==> src/common/nn_consts.svh <==
`ifndef NN_CONSTS_SVH
`define NN_CONSTS_SVH

// layer sizes
`define NN_IN      2
`define NN_HID     3
`define NN_OUT     2
`define NN_NEURONS 5

// signed fixed point, Q8.24
`define NN_WIDTH   32
`define NN_FRAC    24

// weight memory address map
`define NN_ADDR_W  5
`define NN_HW_BASE 0
`define NN_HB_BASE 6
`define NN_OW_BASE 9
`define NN_OB_BASE 15
`define NN_PARAMS  17

`endif

==> src/common/nn_fixed_pkg.sv <==
`include "nn_consts.svh"

package nn_fixed_pkg;

	typedef logic signed [`NN_WIDTH-1:0] fixed_t;

	typedef fixed_t [`NN_IN-1:0]  in_vec_t;
	typedef fixed_t [`NN_HID-1:0] hid_vec_t;
	typedef fixed_t [`NN_OUT-1:0] out_vec_t;

	localparam fixed_t FX_ONE     = fixed_t'(1) <<< `NN_FRAC;
	localparam fixed_t FX_HALF    = FX_ONE >>> 1;
	localparam fixed_t FX_QUARTER = FX_ONE >>> 2;

	// full product, then arithmetic shift back by the fraction bits
	function automatic fixed_t fx_mul(fixed_t a, fixed_t b);
		logic signed [2*`NN_WIDTH-1:0] p;
		p = a * b;
		return p[`NN_FRAC+`NN_WIDTH-1:`NN_FRAC];
	endfunction

	// hard sigmoid, clamp(x/4 + 1/2, 0, 1)
	function automatic fixed_t hard_sigmoid(fixed_t x);
		fixed_t y;
		y = (x >>> 2) + FX_HALF;
		if (y < 0)
			return '0;
		if (y > FX_ONE)
			return FX_ONE;
		return y;
	endfunction

	// derivative taken from the activation itself
	function automatic fixed_t hard_sigmoid_deriv(fixed_t a);
		return (a > 0 && a < FX_ONE) ? FX_QUARTER : '0;
	endfunction

endpackage

==> src/weight_mem.sv <==
`timescale 1ns/1ps
`include "nn_consts.svh"

module weight_mem (
	input  logic                  clk,
	input  logic                  i_we,
	input  logic [`NN_ADDR_W-1:0] i_addr,
	input  nn_fixed_pkg::fixed_t  i_wdata,
	output nn_fixed_pkg::fixed_t  o_rdata
);

	nn_fixed_pkg::fixed_t mem [0:(1<<`NN_ADDR_W)-1];

	// single port, registered read
	always_ff @(posedge clk)
	begin
		if (i_we)
			mem[i_addr] <= i_wdata;
		o_rdata <= mem[i_addr];
	end

endmodule

==> config.mk <==
export PLATFORM = sky130hd
export DESIGN_NAME = weight_mem
export DESIGN_NICKNAME = d
export VERILOG_FILES = /design/src/common/nn_fixed_pkg.sv /design/src/weight_mem.sv
export VERILOG_INCLUDE_DIRS = /design/src /design/src/common
export SDC_FILE = /design/constraint.sdc
export NUM_CORES = 1
export LEC_CHECK = 0
export ABC_AREA = 1
export BUFFER_PORTS_ARGS = -buffer_cell sky130_fd_sc_hd__buf_2
export CAP_MARGIN = 20
export CORE_MARGIN = 2
export CORE_UTILIZATION = 60
export CTS_CLUSTER_SIZE = 10
export DETAILED_ROUTE_END_ITERATION = 7
export MAX_ROUTING_LAYER = met4
export PLACE_DENSITY_LB_ADDON = 0.25
export SETUP_SLACK_MARGIN = 0.1
export SLEW_MARGIN = 20
export SYNTH_ARGS = -nofsm -noshare
export SYNTH_HDL_FRONTEND = slang
export SYNTH_SLANG_ARGS = --single-unit
==> constraint.sdc <==
create_clock -name clk -period 3.4 [get_ports clk]
set_input_delay 0.17 -clock clk [delete_from_list [all_inputs] [get_ports clk]]
set_output_delay 0.17 -clock clk [all_outputs]
set_load 0.05 [all_outputs]
==> flow_summary.toml <==
[synth]
synthCells = 4091
yosysWarnings = 0
ys_ff_latch = 1056
ys_types = 13
synth_fp_nets = 4130
syn_area_sq_um = 42900
yosysTopAreaCell = "edfxtp_1"
synth_top_cells_by_area = "edfxtp_1, nand2_1, dfxtp_1"
synth-seq-area-share_pct = 73.1
synth_top_area_share_pct = 71.7
synth.avg_cell_area_sq_um = 10.5

[pwr]
p_switching_mw = 6.11
p_int_mw = 21.4
clkPwrFrac_pct = 41.1
leakage_nw = 20.0
power_frac_seq_pct = 52.8
p_sw_share_pct = 22.2
irDropWorstVdd_uv = 456
power_frac_comb_pct = 6.1
power.density_nw_per_um2 = 571

[floorplanning]
chipHeight_um = 271
die_w_um = 271
die_area_sq_um = 73700
io-pin-count = 71
core_sq_um = 71100
row_count = 98
initial_core_util_pct = 60.3

[global_routing]
overflow = 0
grtUsageTotal_pct = 30.5
grt_antenna_before_repair = 3
grt_pass1_wl_um = 162000
grt_pass1_vias = 27174
grt_max_degree = 243

[hold_path]
hp-class = "in -> reg"
hold_depth = 1
holdCritStartpoint = "i_wdata[25]"
hold_path_end = "mem[29][25]"

[cells_and_area]
final_common_cell = "nand2_1"
layout_common_cells = "nand2_1, edfxtp_1, clkbuf_16"
final_cells = 5207
fillers = 5145
area_delta_synth_final_pct = 12.4
final_layout_size_suffix_gt1_share_pct = 7.29
fin_nets = 4205
multi_input_area_sq_um = 11000
final-seq-area_sq_um = 31400

[clock_tree]
ctsLongestPathBuffers = 3
htreeDepth = 3
cts_made_buffers = 116
cts_num_sinks = 1056
cts_resized = 0
postCtsSetupRepairBufs = 0
cts.reportedPaths.clkPinSlew_ns = 0.06
root_buffer = "clkbuf_16"
cts_tree = "built"
worstSkewPairLatency_ns = 0.67

[timing]
layout_min_cycle_time_ns = 1.74
drv_slew = 0
slew_headroom_pct = 21.7
fin_skew_ns = 0.0155
fin_crit_sh_pct = 51.2
setup_viol = 0
worst-slew-pin-transition_ns = 1.17
finalHoldViolations = 0
clock.fmax_mhz = 574
finalSetupTns_ns = 0
rsz0062_at_grt = "no"

[worst_setup_path]
critical_path.endpoint_type = "flip-flop"
cp_max_fo = 17
start_kind = "primary input"
required_ns = 3.73
rr_worst_depth = 8
timing.rr.end = "o_rdata[16]"
worstReg2RegStart = "mem[28][16]"
crit_type = "in -> reg"
ff2ff_setup_slack_ns = 2.08
crit_arrival_ns = 2.07

[placed_design]
dp_cells = 4986
place_congestion = 0.810
numPortBuffers = 70
dp_hpwl_um = 53900

[drt]
drt_iter0_drc = 3487
routed_wirelength_um = 108000
routedWlPerCell_um = 20.7
vias = 28667
ant_nets = 0
firstDrtPassIters = 6
route.detailed.drc = 0
avgViaCountPerCell = 5.51

[flow_run]
maxCapViolCount = 0

[run_status]
outcome = "finished, final reports clean"
-- cell families (layout without fill, tap and decap cells) --
logic type             after synthesis  count (layout)  synth area share (%)
flip-flops                        1056            1056                  73.1
other                                0               4                     0
buffers and inverters              207             369                  2.01
AND/OR/NAND/NOR                   2828            2828                  24.9
-- power groups by stage --
stage	Sequential, mW	Combinational [mW]	Clock (mW)
finish	14.5	1.69	11.3
global route	14.5	1.86	12.0
CTS	14.5	1.69	11.4
detailed placement	14.8	1.66	0
global placement	14.8	1.63	0
floorplan	15.0	0.844	0
-- area by class of cell --
class	instances	share of cell area, %
Clock inverter	5	0.166
Tap cell	950	2.46
Timing Repair Buffer	151	2.57
Sequential cell	1056	65.1
Antenna cell	4	0.0208
Clock buffer	200	6.85
Multi-Input combinational cell	2828	22.7
Inverter	13	0.132
-- worst max-delay path by stage --
stage	slack [ns]	end	startpoint	depth (start not counted)
after CTS	1.70	mem[8][10]	i_addr[3]	6
after global placement	1.02	mem[20][23]	i_addr[2]	6
after detailed placement	1.0	mem[8][2]	i_addr[3]	6
after floorplan	0.55	mem[10][0]	i_addr[1]	5
after global routing	1.59	o_rdata[20]	i_addr[0]	12
final	1.66	mem[8][10]	i_addr[3]	6
-- synthesized netlist by cell type, drive strengths merged --
cell,instances
dfxtp,32
buf,76
nand2,2720
edfxtp,1024
clkinv,1
nor3,8
nor2,96
nand3,4
clkbuf,118
inv,12
-- repair_timing --
action,4_1_cts,5_1_grt
setup endpoints to repair,0,0
endpoints found under the hold margin,233,0
hold buffers,11,0
-- through the flow --
| stage | total power, mW | area (sq um) | hold WS (ns) | utilization (%) | setup WS, ns |
|---|---|---|---|---|---|
| after floorplan | 15.8 | 42900 | 0.269 | - | 0.549 |
| after global placement | 16.4 | 44700 | 0.639 | 62.9 | 1.02 |
| after detailed placement | 16.5 | 44700 | 0.639 | 62.9 | 0.995 |
| after CTS | 27.7 | 48200 | 0.00315 | 67.8 | 1.70 |
| after global routing | 28.4 | 48200 | 0.0393 | 67.8 | 1.59 |
| final | 27.6 | 48200 | 0.0232 | 67.8 | 1.66 |
-- sequential cells by signal (all words and copies together) (netlist names) --
name     count
o_rdata     32
mem       1024
-- worst max-delay path, cell delays in order --
cell and delay (ns):
buf_2 0.24, inv_2 0.15, nor3_4 0.16, inv_1 0.19, nor2_4 0.68, buf_4 0.45
-- routing by layer --
metal  global-route usage, %  share of wire, %  up-vias
li1                        -                 -    13408
met1                    40.9                39    13599
met2                    48.5                48     1414
met3                    4.38               9.3      246
met4                    10.1               3.3        0
met5                       -                 0        -
(Power assumes the default switching activity.)
