==> src/common/nn_consts.svh <==
`ifndef NN_CONSTS_SVH
`define NN_CONSTS_SVH

// layer sizes
`define NN_IN      2
`define NN_HID     3
`define NN_OUT     2
`define NN_NEURONS 5

// signed fixed point, Q8.24
`define NN_WIDTH   32
`define NN_FRAC    24

// weight memory address map
`define NN_ADDR_W  5
`define NN_HW_BASE 0
`define NN_HB_BASE 6
`define NN_OW_BASE 9
`define NN_OB_BASE 15
`define NN_PARAMS  17

`endif

==> src/common/nn_fixed_pkg.sv <==
`include "nn_consts.svh"

package nn_fixed_pkg;

	typedef logic signed [`NN_WIDTH-1:0] fixed_t;

	typedef fixed_t [`NN_IN-1:0]  in_vec_t;
	typedef fixed_t [`NN_HID-1:0] hid_vec_t;
	typedef fixed_t [`NN_OUT-1:0] out_vec_t;

	localparam fixed_t FX_ONE     = fixed_t'(1) <<< `NN_FRAC;
	localparam fixed_t FX_HALF    = FX_ONE >>> 1;
	localparam fixed_t FX_QUARTER = FX_ONE >>> 2;

	// full product, then arithmetic shift back by the fraction bits
	function automatic fixed_t fx_mul(fixed_t a, fixed_t b);
		logic signed [2*`NN_WIDTH-1:0] p;
		p = a * b;
		return p[`NN_FRAC+`NN_WIDTH-1:`NN_FRAC];
	endfunction

	// hard sigmoid, clamp(x/4 + 1/2, 0, 1)
	function automatic fixed_t hard_sigmoid(fixed_t x);
		fixed_t y;
		y = (x >>> 2) + FX_HALF;
		if (y < 0)
			return '0;
		if (y > FX_ONE)
			return FX_ONE;
		return y;
	endfunction

	// derivative taken from the activation itself
	function automatic fixed_t hard_sigmoid_deriv(fixed_t a);
		return (a > 0 && a < FX_ONE) ? FX_QUARTER : '0;
	endfunction

endpackage

==> src/common/nn_ctrl_pkg.sv <==
`include "nn_consts.svh"

package nn_ctrl_pkg;

	typedef enum logic [1:0] {
		OP_LOAD  = 2'd0,
		OP_READ  = 2'd1,
		OP_INFER = 2'd2,
		OP_TRAIN = 2'd3
	} op_e;

	typedef enum logic [2:0] {
		H_IDLE,
		H_MEM,
		H_RDATA,
		H_FF,
		H_BP
	} host_state_e;

	typedef enum logic {
		FF_IDLE,
		FF_RUN
	} ff_state_e;

	typedef enum logic [2:0] {
		BP_IDLE,
		BP_DOUT,
		BP_HDRD,
		BP_HDFIN,
		BP_URD,
		BP_UWAIT,
		BP_UWR
	} bp_state_e;

	typedef enum logic [1:0] {
		CL_HOST = 2'd0,
		CL_FF   = 2'd1,
		CL_BP   = 2'd2
	} client_e;

	// neurons 0..NN_HID-1 are hidden, the rest are outputs
	function automatic logic [1:0] fan_in(logic [2:0] neu);
		return (neu < `NN_HID) ? 2'(`NN_IN) : 2'(`NN_HID);
	endfunction

	// pos == fan_in selects the bias of the neuron
	function automatic logic [`NN_ADDR_W-1:0] param_addr(logic [2:0] neu, logic [1:0] pos);
		int n;
		int p;
		n = int'(neu);
		p = int'(pos);
		if (n < `NN_HID)
			return (p < `NN_IN) ? `NN_ADDR_W'(`NN_HW_BASE + n*`NN_IN + p)
				: `NN_ADDR_W'(`NN_HB_BASE + n);
		return (p < `NN_HID) ? `NN_ADDR_W'(`NN_OW_BASE + (n-`NN_HID)*`NN_HID + p)
			: `NN_ADDR_W'(`NN_OB_BASE + n - `NN_HID);
	endfunction

endpackage

==> src/common/wmem_if.sv <==
`timescale 1ns/1ps
`include "nn_consts.svh"

interface wmem_if;

	logic                   req;
	logic                   we;
	logic [`NN_ADDR_W-1:0]  addr;
	nn_fixed_pkg::fixed_t   wdata;
	logic                   gnt;
	nn_fixed_pkg::fixed_t   rdata;
	// read data for this client is on rdata
	logic                   rvalid;

	modport client (
		output req, we, addr, wdata,
		input  gnt, rdata, rvalid
	);

	modport arbiter (
		input  req, we, addr, wdata,
		output gnt, rdata, rvalid
	);

endinterface

==> src/ff/ff_unit.sv <==
`timescale 1ns/1ps
`include "nn_consts.svh"

module ff_unit (
	input  logic                   clk,
	input  logic                   i_reset,
	input  logic                   i_start,
	input  nn_fixed_pkg::in_vec_t  i_x,
	wmem_if.client                 mem,
	output nn_fixed_pkg::hid_vec_t o_hid_a,
	output nn_fixed_pkg::out_vec_t o_out_a,
	output logic                   o_done
);

	nn_ctrl_pkg::ff_state_e state;
	nn_fixed_pkg::in_vec_t  x_q;
	nn_fixed_pkg::fixed_t   acc;
	nn_fixed_pkg::fixed_t   operand;
	nn_fixed_pkg::fixed_t   sum;

	// issue side and receive side walk the same parameter order
	logic [2:0] iss_neu;
	logic [1:0] iss_pos;
	logic       iss_end;
	logic [2:0] rcv_neu;
	logic [1:0] rcv_pos;
	logic       iss_bias;
	logic       rcv_bias;

	assign iss_bias = iss_pos == nn_ctrl_pkg::fan_in(iss_neu);
	assign rcv_bias = rcv_pos == nn_ctrl_pkg::fan_in(rcv_neu);

	assign mem.req   = state == nn_ctrl_pkg::FF_RUN && !iss_end;
	assign mem.we    = 1'b0;
	assign mem.addr  = nn_ctrl_pkg::param_addr(iss_neu, iss_pos);
	assign mem.wdata = '0;

	// input of the current product, x for hidden and hidden activation for outputs
	always_comb
	begin
		operand = '0;
		if (!rcv_bias)
		begin
			if (rcv_neu < `NN_HID)
				operand = x_q[rcv_pos[0]];
			else
				operand = o_hid_a[rcv_pos];
		end
		sum = acc + (rcv_bias ? mem.rdata : nn_fixed_pkg::fx_mul(mem.rdata, operand));
	end

	always_ff @(posedge clk)
	begin
		if (i_reset)
		begin
			state   <= nn_ctrl_pkg::FF_IDLE;
			iss_end <= 1'b0;
			o_done  <= 1'b0;
		end
		else
		begin
			o_done <= 1'b0;
			case (state)
				nn_ctrl_pkg::FF_IDLE:
					if (i_start)
					begin
						x_q     <= i_x;
						acc     <= '0;
						iss_neu <= '0;
						iss_pos <= '0;
						rcv_neu <= '0;
						rcv_pos <= '0;
						iss_end <= 1'b0;
						state   <= nn_ctrl_pkg::FF_RUN;
					end
				nn_ctrl_pkg::FF_RUN:
				begin
					if (mem.req && mem.gnt)
					begin
						if (iss_bias)
						begin
							iss_pos <= '0;
							iss_neu <= iss_neu + 3'd1;
							if (iss_neu == `NN_NEURONS-1)
								iss_end <= 1'b1;
						end
						else
							iss_pos <= iss_pos + 2'd1;
					end
					if (mem.rvalid)
					begin
						if (rcv_bias)
						begin
							acc     <= '0;
							rcv_pos <= '0;
							rcv_neu <= rcv_neu + 3'd1;
							if (rcv_neu < `NN_HID)
								o_hid_a[rcv_neu] <= nn_fixed_pkg::hard_sigmoid(sum);
							else
								o_out_a[rcv_neu - 3'(`NN_HID)] <= nn_fixed_pkg::hard_sigmoid(sum);
							if (rcv_neu == `NN_NEURONS-1)
							begin
								o_done <= 1'b1;
								state  <= nn_ctrl_pkg::FF_IDLE;
							end
						end
						else
						begin
							acc     <= sum;
							rcv_pos <= rcv_pos + 2'd1;
						end
					end
				end
				default:
					state <= nn_ctrl_pkg::FF_IDLE;
			endcase
		end
	end

endmodule

==> src/flat_wrapper.sv <==
// flat-port wrapper written by rule: the top's interface ports become plain ports
module ff_unit_flat 
  (clk, i_reset, i_start, i_x, o_hid_a, o_out_a, o_done, mem_req, mem_we, mem_addr, mem_wdata, mem_gnt, mem_rdata, mem_rvalid);
  wmem_if mem_i ();
  input  logic clk;
  input  logic i_reset;
  input  logic i_start;
  input  nn_fixed_pkg::in_vec_t i_x;
  output nn_fixed_pkg::hid_vec_t o_hid_a;
  output nn_fixed_pkg::out_vec_t o_out_a;
  output logic o_done;
  output wire logic [$bits(mem_i.req)-1:0] mem_req;
  output wire logic [$bits(mem_i.we)-1:0] mem_we;
  output wire logic [$bits(mem_i.addr)-1:0] mem_addr;
  output wire logic [$bits(mem_i.wdata)-1:0] mem_wdata;
  input wire logic [$bits(mem_i.gnt)-1:0] mem_gnt;
  input wire logic [$bits(mem_i.rdata)-1:0] mem_rdata;
  input wire logic [$bits(mem_i.rvalid)-1:0] mem_rvalid;
  assign mem_req = mem_i.req;
  assign mem_we = mem_i.we;
  assign mem_addr = mem_i.addr;
  assign mem_wdata = mem_i.wdata;
  assign mem_i.gnt = mem_gnt;
  assign mem_i.rdata = mem_rdata;
  assign mem_i.rvalid = mem_rvalid;
  ff_unit u_core (.clk(clk), .i_reset(i_reset), .i_start(i_start), .i_x(i_x), .mem(mem_i), .o_hid_a(o_hid_a), .o_out_a(o_out_a), .o_done(o_done));
endmodule
==> config.mk <==
export PLATFORM = sky130hd
export DESIGN_NAME = ff_unit_flat
export DESIGN_NICKNAME = d
export VERILOG_FILES = /design/src/common/nn_fixed_pkg.sv /design/src/common/nn_ctrl_pkg.sv /design/src/common/wmem_if.sv /design/src/ff/ff_unit.sv /design/src/flat_wrapper.sv
export VERILOG_INCLUDE_DIRS = /design/src /design/src/common
export SDC_FILE = /design/constraint.sdc
export NUM_CORES = 2
export LEC_CHECK = 0
export ABC_AREA = 1
export BUFFER_PORTS_ARGS = -buffer_cell sky130_fd_sc_hd__buf_4
export CORE_UTILIZATION = 50
export CTS_CLUSTER_DIAMETER = 60
export DETAILED_ROUTE_END_ITERATION = 7
export PLACE_DENSITY = 0.68
export SLEW_MARGIN = 10
export SYNTH_ARGS = -nofsm -noshare
export SYNTH_HDL_FRONTEND = slang
export SYNTH_SLANG_ARGS = --single-unit
==> constraint.sdc <==
create_clock -name clk -period 12 [get_ports clk]
set_clock_uncertainty 0.1 [all_clocks]
set_input_delay 1.2 -clock clk [delete_from_list [all_inputs] [get_ports clk]]
set_output_delay 1.2 -clock clk [all_outputs]
set_load 0.005 [all_outputs]
==> impl_metrics.csv <==
group,metric,value,unit
outcome,status,"completed",
drt,vias_per_cell,5.51,
synthesis,yosys.area.top_type_share,0.434,
critical_path,cp_data_required_time,12310,ps
synthesis,synth_cell_types,55,
critical_path,slowest_delay,600,ps
hold_path,worstHoldPathType,"flip-flop to flip-flop",
cts,numCtsBuffers,29,
sta,hold_viol,0,
cts,path_clk_slew,60,ps
critical_path,cpLargestDelayFamily,"adder cells",
grt,grt_usage,0.368,
synthesis,synthesis.area,45400,sq um
drt,drt_wl_total,170000,um
cts,clock_path_buffers,3,
synthesis,synth_common_cells,"inv_1 (1,085), fa_1 (984), nand2_1 (878), nor2_1 (812), edfxtp_1 (256)",
synthesis,ys_ff_latch,259,
sta,fmax,0.0847,GHz
synthesis,yosysSeqAreaShare,0.171,
cts,clock_sinks,259,
place,gp_congestion,1.06,
critical_path,setup.worst_path.start_class,"flip-flop",
grt,grt_start_max_net_pins,65,
grt,overflow,0,
place,port_buffers,257,
critical_path,endpoint_kind,"flip-flop",
cts,postCtsHoldBufs,0,
floorplan,die_h,303,um
layout,area_delta_synth_final,27.5,%
synthesis,synth_edf_count,256,
critical_path,critPathSlowestCell,"fa_2",
floorplan,ioPinCount,301,
synthesis,synth_area_leaders,"fa_1 (43%), edfxtp_1 (17%), inv_1 (9.0%)",
critical_path,crit_type,"flip-flop to flip-flop",
synthesis,syn_area_per_cell,8.92,sq um
floorplan,row_count,110,
synthesis,yosys.cell_count.top_type,"inv_1",
floorplan,core_area,90000,sq um
layout,utilization,0.643,
synthesis,yosysWarnings,0,
sta,finalCriticalPeriod,11800,ps
grt,antenna_found_initial,5,
sta,period_share,0.984,
floorplan,dieWidth,303,um
floorplan,start_util,0.504,
layout,drive_above_1_share,0.255,
drt,wl_per_cell,23.9,um
synthesis,synth_flop_cell,"edfxtp_1",
grt,first_global_vias,39317,
grt,grt_first_pass_wirelength,247000,um
cts,cts_tree,"built",
sta,relSlewSlack,0.200,
drt,drt-initial-drc-count,3629,
drt,vias,39257,
synthesis,synth_async_sr_flop_share,0,
sta,rsz0062_at_grt,"true",
cts,root_buffer,"clkbuf_16",
layout,fillers,7512,
layout,multi_input_area,34800,sq um
layout,final_nets,7236,
place,hpwlAfterDp,140000,um
critical_path,path_buf_inv,15,
synthesis,syn_inst,5089,
synthesis,yosys.area.top_type,"fa_1",
floorplan,die_area,92000,sq um
layout,seq_area,7750,sq um
drt,drc,0,
sta,setup_viol_count_final,0,
sta,maxSlewViolCount,0,
job,drv_cap,0,
critical_path,worstPathMaxFanout,7,
drt,drt.antenna.violating_nets,0,
cts,clkLatencyLatePin,590,ps
drt,drtPass1Iterations,5,
sta,setup_tns,0,ps
cts,htreeDepth,1,
critical_path,arrival,12120,ps
sta,tightestPinTransition,1200,ps
[state kept, by name, indices dropped and copies added (netlist names)]
register,cells
u_core.acc,32
u_core.iss_end,1
u_core.iss_neu,3
u_core.iss_pos,2
u_core.o_done,1
u_core.o_hid_a,90
u_core.o_out_a,60
u_core.rcv_neu,3
u_core.rcv_pos,2
u_core.state,1
u_core.x_q,64
[layout make-up]
type | instances | area share
sequential | 259 | 0.134
timing repair buffer | 988 | 0.149
multi-input combinational | 3534 | 0.601
inverter | 1114 | 0.0737
clock inverter | 23 | 0.00406
antenna | 2 | 0.0000865
tap | 1176 | 0.0254
clock buffer | 31 | 0.0127
[tightest hold or removal path, cell delays in order (launching register included)]
cell     delay (ps)
dfxtp_1         320
a21oi_1         120
nor2_1           50
[per-layer routing]
metal / global-route usage / routed length [um] / up-vias
met2: 0.575 / 77200 / 2160
met3: 0.0798 / 17900 / 483
met1: 0.497 / 65000 / 19922
met4: 0.160 / 10300 / 6
li1: - / - / 16686
met5: 0 / 42 / -
[stage by stage]
stage / cells / cell area [sq um] / hold WS (ps) / setup WS (ps)
5_1_grt: 7126 / 57900 / 484 / -324
6_report: 7127 / 57900 / 434 / 197
4_1_cts: 7014 / 54300 / 438 / 4.20
2_1_floorplan: 5156 / 45600 / 379 / 886
3_5_place_dp: 6956 / 53100 / 428 / -584
3_3_place_gp: 6956 / 53100 / 402 / -633
[what timing repair did]
| item | in CTS | in global routing |
|---|---|---|
| buffers inserted | 4 | 102 |
| gates cloned | 0 | 12 |
| setup endpoints to repair | 120 | 125 |
| hold endpoints to repair | 0 | 0 |
| pin swaps | 5 | 223 |
| resized for setup | 69 | 656 |
[cell usage in the layout (no fill, tap or decap), drive strengths merged, types with 2 or more instances in the layout]
master	Yosys	final
clkinv	22	30
fa	984	984
edfxtp	256	256
inv	1092	1092
o21a	11	11
o21ai	96	96
o221ai	2	2
a211oi	2	2
nor3	15	15
a21oi	138	138
nor4	4	4
a21boi	2	2
a21o	13	13
o31ai	2	2
nand2	881	881
nand4	27	27
bufinv	0	2
buf	71	977
ha	225	225
conb	1	68
dfxtp	3	3
nand3	109	109
or2	5	5
nor2	830	830
o2111ai	2	2
clkinvlp	0	13
nand3b	10	10
o22ai	2	2
o21bai	7	7
o211ai	3	3
xnor2	37	37
xor2	23	23
o311ai	21	21
a31oi	5	5
diode	0	2
clkbuf	178	42
[cell families after synthesis]
kind of cell | Yosys count | share of synthesized area
fa+ha+maj | 1209 | 0.496
xor+xnor | 60 | 0.0117
flops | 259 | 0.171
buf+inv | 1363 | 0.118
simple gates | 1883 | 0.164
compound gates | 314 | 0.0399
other cells | 1 | 0.0000826
[path summary, 6_finish.rpt]
| kind | slack (ps) | cells past startpoint | startpoint | end |
|---|---|---|---|---|
| max reg2reg | 200 | 62 | u_core.rcv_pos[0] | u_core.o_hid_a[77] |
| min | 430 | 2 | u_core.iss_end | u_core.iss_end |
| max | 200 | 62 | u_core.rcv_pos[0] | u_core.o_hid_a[77] |
| min reg2reg | 430 | 2 | u_core.iss_end | u_core.iss_end |
Power is not shown: default switching activity piles up to over one toggle a cycle in this logic, so the estimate is an artifact.
