<file path="src/common/nn_consts.svh">
`ifndef NN_CONSTS_SVH
`define NN_CONSTS_SVH

// layer sizes
`define NN_IN      2
`define NN_HID     3
`define NN_OUT     2
`define NN_NEURONS 5

// signed fixed point, Q8.24
`define NN_WIDTH   32
`define NN_FRAC    24

// weight memory address map
`define NN_ADDR_W  5
`define NN_HW_BASE 0
`define NN_HB_BASE 6
`define NN_OW_BASE 9
`define NN_OB_BASE 15
`define NN_PARAMS  17

`endif

</file>
<file path="src/common/nn_fixed_pkg.sv">
`include "nn_consts.svh"

package nn_fixed_pkg;

	typedef logic signed [`NN_WIDTH-1:0] fixed_t;

	typedef fixed_t [`NN_IN-1:0]  in_vec_t;
	typedef fixed_t [`NN_HID-1:0] hid_vec_t;
	typedef fixed_t [`NN_OUT-1:0] out_vec_t;

	localparam fixed_t FX_ONE     = fixed_t'(1) <<< `NN_FRAC;
	localparam fixed_t FX_HALF    = FX_ONE >>> 1;
	localparam fixed_t FX_QUARTER = FX_ONE >>> 2;

	// full product, then arithmetic shift back by the fraction bits
	function automatic fixed_t fx_mul(fixed_t a, fixed_t b);
		logic signed [2*`NN_WIDTH-1:0] p;
		p = a * b;
		return p[`NN_FRAC+`NN_WIDTH-1:`NN_FRAC];
	endfunction

	// hard sigmoid, clamp(x/4 + 1/2, 0, 1)
	function automatic fixed_t hard_sigmoid(fixed_t x);
		fixed_t y;
		y = (x >>> 2) + FX_HALF;
		if (y < 0)
			return '0;
		if (y > FX_ONE)
			return FX_ONE;
		return y;
	endfunction

	// derivative taken from the activation itself
	function automatic fixed_t hard_sigmoid_deriv(fixed_t a);
		return (a > 0 && a < FX_ONE) ? FX_QUARTER : '0;
	endfunction

endpackage

</file>
<file path="src/common/nn_ctrl_pkg.sv">
`include "nn_consts.svh"

package nn_ctrl_pkg;

	typedef enum logic [1:0] {
		OP_LOAD  = 2'd0,
		OP_READ  = 2'd1,
		OP_INFER = 2'd2,
		OP_TRAIN = 2'd3
	} op_e;

	typedef enum logic [2:0] {
		H_IDLE,
		H_MEM,
		H_RDATA,
		H_FF,
		H_BP
	} host_state_e;

	typedef enum logic {
		FF_IDLE,
		FF_RUN
	} ff_state_e;

	typedef enum logic [2:0] {
		BP_IDLE,
		BP_DOUT,
		BP_HDRD,
		BP_HDFIN,
		BP_URD,
		BP_UWAIT,
		BP_UWR
	} bp_state_e;

	typedef enum logic [1:0] {
		CL_HOST = 2'd0,
		CL_FF   = 2'd1,
		CL_BP   = 2'd2
	} client_e;

	// neurons 0..NN_HID-1 are hidden, the rest are outputs
	function automatic logic [1:0] fan_in(logic [2:0] neu);
		return (neu < `NN_HID) ? 2'(`NN_IN) : 2'(`NN_HID);
	endfunction

	// pos == fan_in selects the bias of the neuron
	function automatic logic [`NN_ADDR_W-1:0] param_addr(logic [2:0] neu, logic [1:0] pos);
		int n;
		int p;
		n = int'(neu);
		p = int'(pos);
		if (n < `NN_HID)
			return (p < `NN_IN) ? `NN_ADDR_W'(`NN_HW_BASE + n*`NN_IN + p)
				: `NN_ADDR_W'(`NN_HB_BASE + n);
		return (p < `NN_HID) ? `NN_ADDR_W'(`NN_OW_BASE + (n-`NN_HID)*`NN_HID + p)
			: `NN_ADDR_W'(`NN_OB_BASE + n - `NN_HID);
	endfunction

endpackage

</file>
<file path="src/common/wmem_if.sv">
`timescale 1ns/1ps
`include "nn_consts.svh"

interface wmem_if;

	logic                   req;
	logic                   we;
	logic [`NN_ADDR_W-1:0]  addr;
	nn_fixed_pkg::fixed_t   wdata;
	logic                   gnt;
	nn_fixed_pkg::fixed_t   rdata;
	// read data for this client is on rdata
	logic                   rvalid;

	modport client (
		output req, we, addr, wdata,
		input  gnt, rdata, rvalid
	);

	modport arbiter (
		input  req, we, addr, wdata,
		output gnt, rdata, rvalid
	);

endinterface

</file>
<file path="src/host_ctrl.sv">
`timescale 1ns/1ps
`include "nn_consts.svh"

module host_ctrl (
	input  logic                  clk,
	input  logic                  i_reset,
	input  logic                  i_start,
	input  nn_ctrl_pkg::op_e      i_op,
	input  logic [`NN_ADDR_W-1:0] i_addr,
	input  nn_fixed_pkg::fixed_t  i_wdata,
	wmem_if.client                mem,
	output logic                  o_ff_start,
	input  logic                  i_ff_done,
	output logic                  o_bp_start,
	input  logic                  i_bp_done,
	output nn_fixed_pkg::fixed_t  o_rdata,
	output logic                  o_busy,
	output logic                  o_done
);

	nn_ctrl_pkg::host_state_e state;
	nn_ctrl_pkg::op_e         op_q;
	logic [`NN_ADDR_W-1:0]    addr_q;
	nn_fixed_pkg::fixed_t     wdata_q;
	logic                     is_pass;

	assign is_pass = i_op == nn_ctrl_pkg::OP_INFER || i_op == nn_ctrl_pkg::OP_TRAIN;

	// start pulses leave in the same cycle so the units see the sampled inputs
	assign o_ff_start = state == nn_ctrl_pkg::H_IDLE && i_start && is_pass;
	assign o_bp_start = state == nn_ctrl_pkg::H_FF && i_ff_done
		&& op_q == nn_ctrl_pkg::OP_TRAIN;
	assign o_busy     = state != nn_ctrl_pkg::H_IDLE;

	assign mem.req   = state == nn_ctrl_pkg::H_MEM;
	assign mem.we    = op_q == nn_ctrl_pkg::OP_LOAD;
	assign mem.addr  = addr_q;
	assign mem.wdata = wdata_q;

	always_ff @(posedge clk)
	begin
		if (i_reset)
		begin
			state  <= nn_ctrl_pkg::H_IDLE;
			op_q   <= nn_ctrl_pkg::OP_LOAD;
			o_done <= 1'b0;
		end
		else
		begin
			o_done <= 1'b0;
			case (state)
				nn_ctrl_pkg::H_IDLE:
					if (i_start)
					begin
						op_q    <= i_op;
						addr_q  <= i_addr;
						wdata_q <= i_wdata;
						state   <= is_pass ? nn_ctrl_pkg::H_FF : nn_ctrl_pkg::H_MEM;
					end
				nn_ctrl_pkg::H_MEM:
					if (mem.gnt)
					begin
						if (op_q == nn_ctrl_pkg::OP_LOAD)
						begin
							o_done <= 1'b1;
							state  <= nn_ctrl_pkg::H_IDLE;
						end
						else
							state <= nn_ctrl_pkg::H_RDATA;
					end
				nn_ctrl_pkg::H_RDATA:
					if (mem.rvalid)
					begin
						o_rdata <= mem.rdata;
						o_done  <= 1'b1;
						state   <= nn_ctrl_pkg::H_IDLE;
					end
				nn_ctrl_pkg::H_FF:
					if (i_ff_done)
					begin
						if (op_q == nn_ctrl_pkg::OP_TRAIN)
							state <= nn_ctrl_pkg::H_BP;
						else
						begin
							o_done <= 1'b1;
							state  <= nn_ctrl_pkg::H_IDLE;
						end
					end
				nn_ctrl_pkg::H_BP:
					if (i_bp_done)
					begin
						o_done <= 1'b1;
						state  <= nn_ctrl_pkg::H_IDLE;
					end
				default:
					state <= nn_ctrl_pkg::H_IDLE;
			endcase
		end
	end

endmodule

</file>
<file path="src/flat_wrapper.sv">
// flat-port wrapper written by rule: the top's interface ports become plain ports
module host_ctrl_flat 
  (clk, i_reset, i_start, i_op, i_addr, i_wdata, o_ff_start, i_ff_done, o_bp_start, i_bp_done, o_rdata, o_busy, o_done, mem_req, mem_we, mem_addr, mem_wdata, mem_gnt, mem_rdata, mem_rvalid);
  wmem_if mem_i ();
  input  logic clk;
  input  logic i_reset;
  input  logic i_start;
  input  nn_ctrl_pkg::op_e i_op;
  input  logic [`NN_ADDR_W-1:0] i_addr;
  input  nn_fixed_pkg::fixed_t i_wdata;
  output logic o_ff_start;
  input  logic i_ff_done;
  output logic o_bp_start;
  input  logic i_bp_done;
  output nn_fixed_pkg::fixed_t o_rdata;
  output logic o_busy;
  output logic o_done;
  output wire logic [$bits(mem_i.req)-1:0] mem_req;
  output wire logic [$bits(mem_i.we)-1:0] mem_we;
  output wire logic [$bits(mem_i.addr)-1:0] mem_addr;
  output wire logic [$bits(mem_i.wdata)-1:0] mem_wdata;
  input wire logic [$bits(mem_i.gnt)-1:0] mem_gnt;
  input wire logic [$bits(mem_i.rdata)-1:0] mem_rdata;
  input wire logic [$bits(mem_i.rvalid)-1:0] mem_rvalid;
  assign mem_req = mem_i.req;
  assign mem_we = mem_i.we;
  assign mem_addr = mem_i.addr;
  assign mem_wdata = mem_i.wdata;
  assign mem_i.gnt = mem_gnt;
  assign mem_i.rdata = mem_rdata;
  assign mem_i.rvalid = mem_rvalid;
  host_ctrl u_core (.clk(clk), .i_reset(i_reset), .i_start(i_start), .i_op(i_op), .i_addr(i_addr), .i_wdata(i_wdata), .mem(mem_i), .o_ff_start(o_ff_start), .i_ff_done(i_ff_done), .o_bp_start(o_bp_start), .i_bp_done(i_bp_done), .o_rdata(o_rdata), .o_busy(o_busy), .o_done(o_done));
endmodule
</file>
<file path="config.mk">
export PLATFORM = sky130hd
export DESIGN_NAME = host_ctrl_flat
export DESIGN_NICKNAME = d
export VERILOG_FILES = /design/src/common/nn_fixed_pkg.sv /design/src/common/nn_ctrl_pkg.sv /design/src/common/wmem_if.sv /design/src/host_ctrl.sv /design/src/flat_wrapper.sv
export VERILOG_INCLUDE_DIRS = /design/src /design/src/common
export SDC_FILE = /design/constraint.sdc
export NUM_CORES = 1
export LEC_CHECK = 0
export ABC_CLOCK_PERIOD_IN_PS = 6000
export BUFFER_PORTS_ARGS = -buffer_cell sky130_fd_sc_hd__buf_2
export CAP_MARGIN = 20
export CORE_ASPECT_RATIO = 1.4
export CORE_MARGIN = 2
export CORE_UTILIZATION = 42
export CTS_CLUSTER_DIAMETER = 60
export DETAILED_ROUTE_END_ITERATION = 8
export PLACE_DENSITY = 0.86
export SETUP_SLACK_MARGIN = 0.3
export SLEW_MARGIN = 20
export SYNTH_ARGS = -nofsm -noshare
export SYNTH_HDL_FRONTEND = slang
export SYNTH_SLANG_ARGS = --single-unit
</file>
<file path="constraint.sdc">
create_clock -name clk -period 6 [get_ports clk]
set_input_delay 1.2 -clock clk [delete_from_list [all_inputs] [get_ports clk]]
set_output_delay 1.2 -clock clk [all_outputs]
set_load 0.02 [all_outputs]
</file>
==> results of run 1 <==
==> stage by stage <==
stage	instances	power, mW	utilization	hold slack [ns]
after floorplan	119	0.7025	-	0.4622
after global placement	338	0.7549	0.5723	0.5069
after detailed placement	338	0.7607	0.5723	0.5075
after CTS	353	1.127	0.6052	0.5176
after global routing	353	1.163	0.6052	0.5702
final	353	1.117	0.6052	0.5219
==> power groups by stage <==
stage	Sequential, mW	Clock (mW)	Combinational, mW
2_1_floorplan	0.656	0	0.0466
3_3_place_gp	0.629	0	0.126
3_5_place_dp	0.631	0	0.130
4_1_cts	0.619	0.378	0.130
5_1_grt	0.622	0.402	0.139
6_report	0.619	0.369	0.129
==> cell usage in the layout (no fill, tap or decap) <==
cell	Yosys	routed
nand2b_1	1	1
buf_4	0	1
or3_4	1	1
nor2_1	7	6
nor4_2	0	1
clkbuf_8	0	9
and3_1	1	1
a21oi_2	1	1
o21a_1	1	1
a31oi_1	1	1
o41ai_1	1	1
clkinvlp_4	0	3
inv_1	1	1
inv_6	0	1
nor2_4	0	1
clkinv_2	0	1
mux2i_1	1	1
or2b_1	1	1
o211ai_1	1	1
nor4b_1	2	2
dfxtp_1	6	6
nand3b_1	2	2
nor3_2	1	1
o22a_1	1	1
nand2_1	6	6
edfxtp_1	69	69
nor3_1	3	3
nand3_1	1	1
a21oi_1	3	3
nor4_1	2	1
bufinv_16	0	1
buf_2	2	152
nor4b_2	1	1
==> area by class of cell <==
| cell class | instances | area [sq um] | share of cell area |
|---|---|---|---|
| well taps | 70 | 87.58 | 0.02504 |
| flip-flops and latches | 75 | 2192 | 0.6266 |
| clock inverters | 6 | 66.31 | 0.01896 |
| clock buffers | 9 | 123.9 | 0.03541 |
| multi-input cells | 39 | 256.5 | 0.07332 |
| repair buffers | 153 | 768.2 | 0.2196 |
| inverters | 1 | 3.754 | 0.001073 |
==> registers in the layout, indices dropped and copies added (netlist names) <==
name              count
u_core.o_done         1
u_core.o_rdata       32
u_core.state          3
u_core.mem.addr       5
u_core.mem.wdata     32
u_core.op_q           2
==> per-layer routing <==
layer,wire length (um),track usage
met1,1844,0.1605
met4,87,0.06863
met2,2991,0.3005
met5,0,0
met3,711,0.06198
==> cells by family after synthesis <==
kind of cell / after synthesis
and+or+nand+nor: 29
buffers and inverters: 5
AOI/OAI and AO/OA: 9
muxes: 1
DFF: 75
==> critical path, stage by stage <==
cell and delay (ns):
buf_2 0.10, nand2_1 0.06, nor3_2 0.17, buf_2 0.20
==> cell usage after synthesis (all sizes together) <==
library cell	number	area share
o22a	1	0.0036
nor2	7	0.011
a31oi	1	0.0025
o21a	1	0.0030
o41ai	1	0.0036
nor4	2	0.0051
or3	1	0.0046
o211ai	1	0.0030
nand3	1	0.0020
buf	4	0.010
nand2	6	0.0091
mux2i	1	0.0041
a21oi	4	0.0096
and3	1	0.0025
nor4b	3	0.013
nand2b	1	0.0025
nand3b	2	0.0061
inv	1	0.0015
or2b	1	0.0030
edfxtp	69	0.84
nor3	4	0.010
dfxtp	6	0.049
==> path summary, 6_finish.rpt <==
path                     endpoint  slack (ns)       startpoint  depth (start not counted)
max reg2reg  u_core.mem.wdata[26]        3.77  u_core.state[0]                          3
min reg2reg        u_core.op_q[0]        0.52   u_core.op_q[0]                          2
min                u_core.op_q[0]        0.52   u_core.op_q[0]                          2
max                    o_bp_start        3.07        i_ff_done                          4
==> results.cfg, run 1 <==
[synthesis]
ys_types = 27
synth_fp_nets = 197
synth_xor_area_frac = 0
synth_mux_area_frac = 0.004063
yosysSeqAreaShare = 0.8898
synth.avg_cell_area_sq_um = 20.70
synthesis.area_sq_um = 2464
yosys.area_share.simple = 0.06907
yosys_warnings = 0
synth_fa_ha_area_frac = 0
synth_top_family_by_area = simple AND/OR/NAND/NOR gates
synth-compound-area-share = 0.02539
syn_inst = 119
synth-seq-cells = 75

[run_status]
status = complete, no violations

[floorplan]
core_area_sq_um = 5781
die_h_um = 94.62
pin_count = 153
fp.dieArea_sq_um = 6503
start_util = 0.4262
dieWidth_um = 68.73
placementRows = 33

[sta]
tns_ns = 0
tightest_slew_ns = 0.9798
fmax_ghz = 0.3411
setup_violations = 0
finalCritPeriodShare = 0.4886
drv_slew = 0
hold_violations = 0
timing.clock.skew_ns = 0.009443
rsz0062_at_grt = false
max_slew_margin = 0.3452
period_needed_ns = 2.932
setup_slack_ns = 3.068

[layout]
fill_cells = 455
nets = 357
syn_to_final_growth_pct = 42.00
diodes = 0
drive_above_1_share = 0.6148
stdcell_area_sq_um = 3498

[pwr]
switching_share = 0.2451
p_leak_nw = 1.452
p_int_mw = 0.8433
p_per_area_nw_per_um2 = 319.3
clkPwrFrac = 0.330
ir_worst_vdd_uv = 191.5
power_frac_comb = 0.116
p_seq_frac = 0.554
p_switching_mw = 0.2738

[worst_setup_path]
crit_fanout = 3
path_class = input port to output port
end_kind = output port
cp-start-kind = input port
worstPathArrival_ns = 1.73
crit_required_ns = 4.80

[route]
via_per_inst = 4.654
drtIter0Drc = 171
wire_per_inst_um = 15.97
num_vias = 1643
firstDrtPassIters = 4
drc = 0
totalWireLength_um = 5636
ant_nets = 0

[place]
post-place-ws_ns = 3.080
io_buffer_count = 152
gp_congestion = 0.7829
place_hpwl_um = 4415
placed_area_sq_um = 3308

[min_path]
hold_class = flip-flop to flip-flop

[global_routing]
gr-total-overflow = 0
grt_max_degree = 38
grt_pass1_wl_um = 7472
antenna_found_initial = 0
grt_pass1_vias = 1537
track_usage = 0.1649

[clock_tree]
hold_buffers = 0
ctsResizeCount = 0
cts_tree = yes
cts_max_level = 3
clock_path_buffers = 2
clk_pin_slew_worst_paths_ns = 0.07
clock_latency_ns = 0.33
root_buffer = clkbuf_8
cts_setup_buffers = 0
tritoncts_num_sinks = 75
numCtsBuffers = 9

[job]
drv_cap = 0
No activity file was read; power rests on OpenSTA's default activity.
==> inputs of run 2 (changes only) <==
Settings changed: ABC_CLOCK_PERIOD_IN_PS 6000 to 2400, CORE_UTILIZATION 42 to 38, PLACE_DENSITY 0.86 to 0.82.
Clock period 6 ns to 2.4 ns, I/O delays scaled along.
==> results.cfg, run 2 (synthesis results as in run 1) <==
[worst_setup_path]
worstReg2RegEnd = u_core.mem.wdata[12]
crit_start = u_core.state[2]
crit_fanout = 9
critPathCapture = o_bp_start
crit_required_ns = 1.92
path_class = flip-flop to output port
r2r_cells = 4
slowest_delay_ns = 0.42
reg2reg_slack_ns = 0.60
cp_cell_sequence = or2b_1, nor3_2, buf_2
end_kind = output port
worstPathArrival_ns = 1.50
rr_startpoint = u_core.state[2]
critPathSlowestCell = dfxtp_1
cp-start-kind = flip-flop

[floorplan]
placementRows = 34
core_area_sq_um = 6254
dieWidth_um = 72.05
die_h_um = 99.27
fp.dieArea_sq_um = 7152
pin_count = 153
start_util = 0.3940

[global_routing]
track_usage = 0.1662
grt_max_degree = 38
grt_pass1_vias = 1647
antenna_found_initial = 0
gr-total-overflow = 0
grt_pass1_wl_um = 8445

[sta]
fmax_ghz = 0.5057
setup_violations = 0
tightest_slew_ns = 0.4502
tns_ns = 0
hold_slack_ns = 0.3059
setup_slack_ns = 0.4226
hold_violations = 0
drv_slew = 0
rsz0062_at_grt = false
timing.clock.skew_ns = 0.005546
max_slew_margin = 0.6999
period_needed_ns = 1.977
finalCritPeriodShare = 0.8239

[layout]
fill_cells = 501
drive_above_1_share = 0.6281
layout_commonest_cell = buf_2
syn_to_final_growth_pct = 43.88
diodes = 0
nets = 358
mostFrequentLayoutCells = 152 x buf_2, 69 x edfxtp_1, 9 x clkbuf_8

[place]
io_buffer_count = 152
place_hpwl_um = 4494
post-place-ws_ns = 0.4951
gp_congestion = 0.7686

[clock_tree]
root_buffer = clkbuf_8
tritoncts_num_sinks = 75
cts_tree = yes
clock_path_buffers = 2
clock_latency_ns = 0.34
cts_max_level = 3
hold_buffers = 0
numCtsBuffers = 9
clk_pin_slew_worst_paths_ns = 0.08

[route]
ant_nets = 0
drtIter0Drc = 115
totalWireLength_um = 5858
drc = 0
via_per_inst = 4.737
num_vias = 1691
firstDrtPassIters = 4
wire_per_inst_um = 16.41

[pwr]
p_per_area_nw_per_um2 = 809.0
ir_worst_vdd_uv = 551.3
p_leak_nw = 1.474

[run_status]
status = complete, no violations

[job]
drv_cap = 0

[min_path]
hold_class = input port to flip-flop
## run 2: worst min path at each step
stage | start | end | slack, ns | depth (start not counted)
3_5_place_dp | u_core.op_q[0] | u_core.op_q[0] | 0.48 | 2
6_report | mem_rdata[6] | u_core.o_rdata[6] | 0.31 | 1
5_1_grt | i_wdata[6] | u_core.mem.wdata[6] | 0.28 | 1
2_1_floorplan | u_core.op_q[0] | u_core.op_q[0] | 0.46 | 2
4_1_cts | mem_rdata[10] | u_core.o_rdata[10] | 0.29 | 1
3_3_place_gp | u_core.op_q[0] | u_core.op_q[0] | 0.49 | 2
## run 2: report_power, final
group          switching [mW]  internal [mW]
clock network           0.492          0.498
registers              0.0368           1.51
logic                   0.204          0.126
total                   0.733           2.13
## run 2: what timing repair did
action / 4_1_cts / 5_1_grt
setup buffers: 0 / 0
endpoints found under the setup margin: 1 / 39
pin swaps: 0 / 0
resized for setup: 1 / 2
## run 2: layout make-up
class | instances | area (sq um) | share of cell area
timing repair buffer | 154 | 775.7 | 0.2188
sequential | 75 | 2197 | 0.6198
clock buffer | 9 | 123.9 | 0.03495
inverter | 1 | 3.754 | 0.001059
tap | 72 | 90.09 | 0.02541
multi-input combinational | 39 | 270.3 | 0.07624
clock inverter | 7 | 83.83 | 0.02365
## run 2: critical path, delay by kind of cell (launching register included)
| kind | cells | cell delay, ns |
|---|---|---|
| AND/OR/NAND/NOR | 2 | 0.54 |
| flip-flops | 1 | 0.42 |
| buffers and inverters | 1 | 0.19 |
## run 2: metal layers
metal	vias up	global-route usage	share of wire
li1	789	-	-
met1	774	0.1789	0.35
met2	120	0.2699	0.49
met3	8	0.08409	0.15
met4	0	0.07837	0.014
met5	-	0	0
## run 2: metrics by stage
step / utilization / instance area, sq um / total power, mW / std cells
6_report: 0.5668 / 3545 / 2.867 / 357
2_1_floorplan: - / 2497 / 1.765 / 119
3_3_place_gp: 0.5322 / 3328 / 1.899 / 341
5_1_grt: 0.5668 / 3545 / 3.000 / 357
3_5_place_dp: 0.5322 / 3328 / 1.908 / 341
4_1_cts: 0.5656 / 3537 / 2.906 / 357
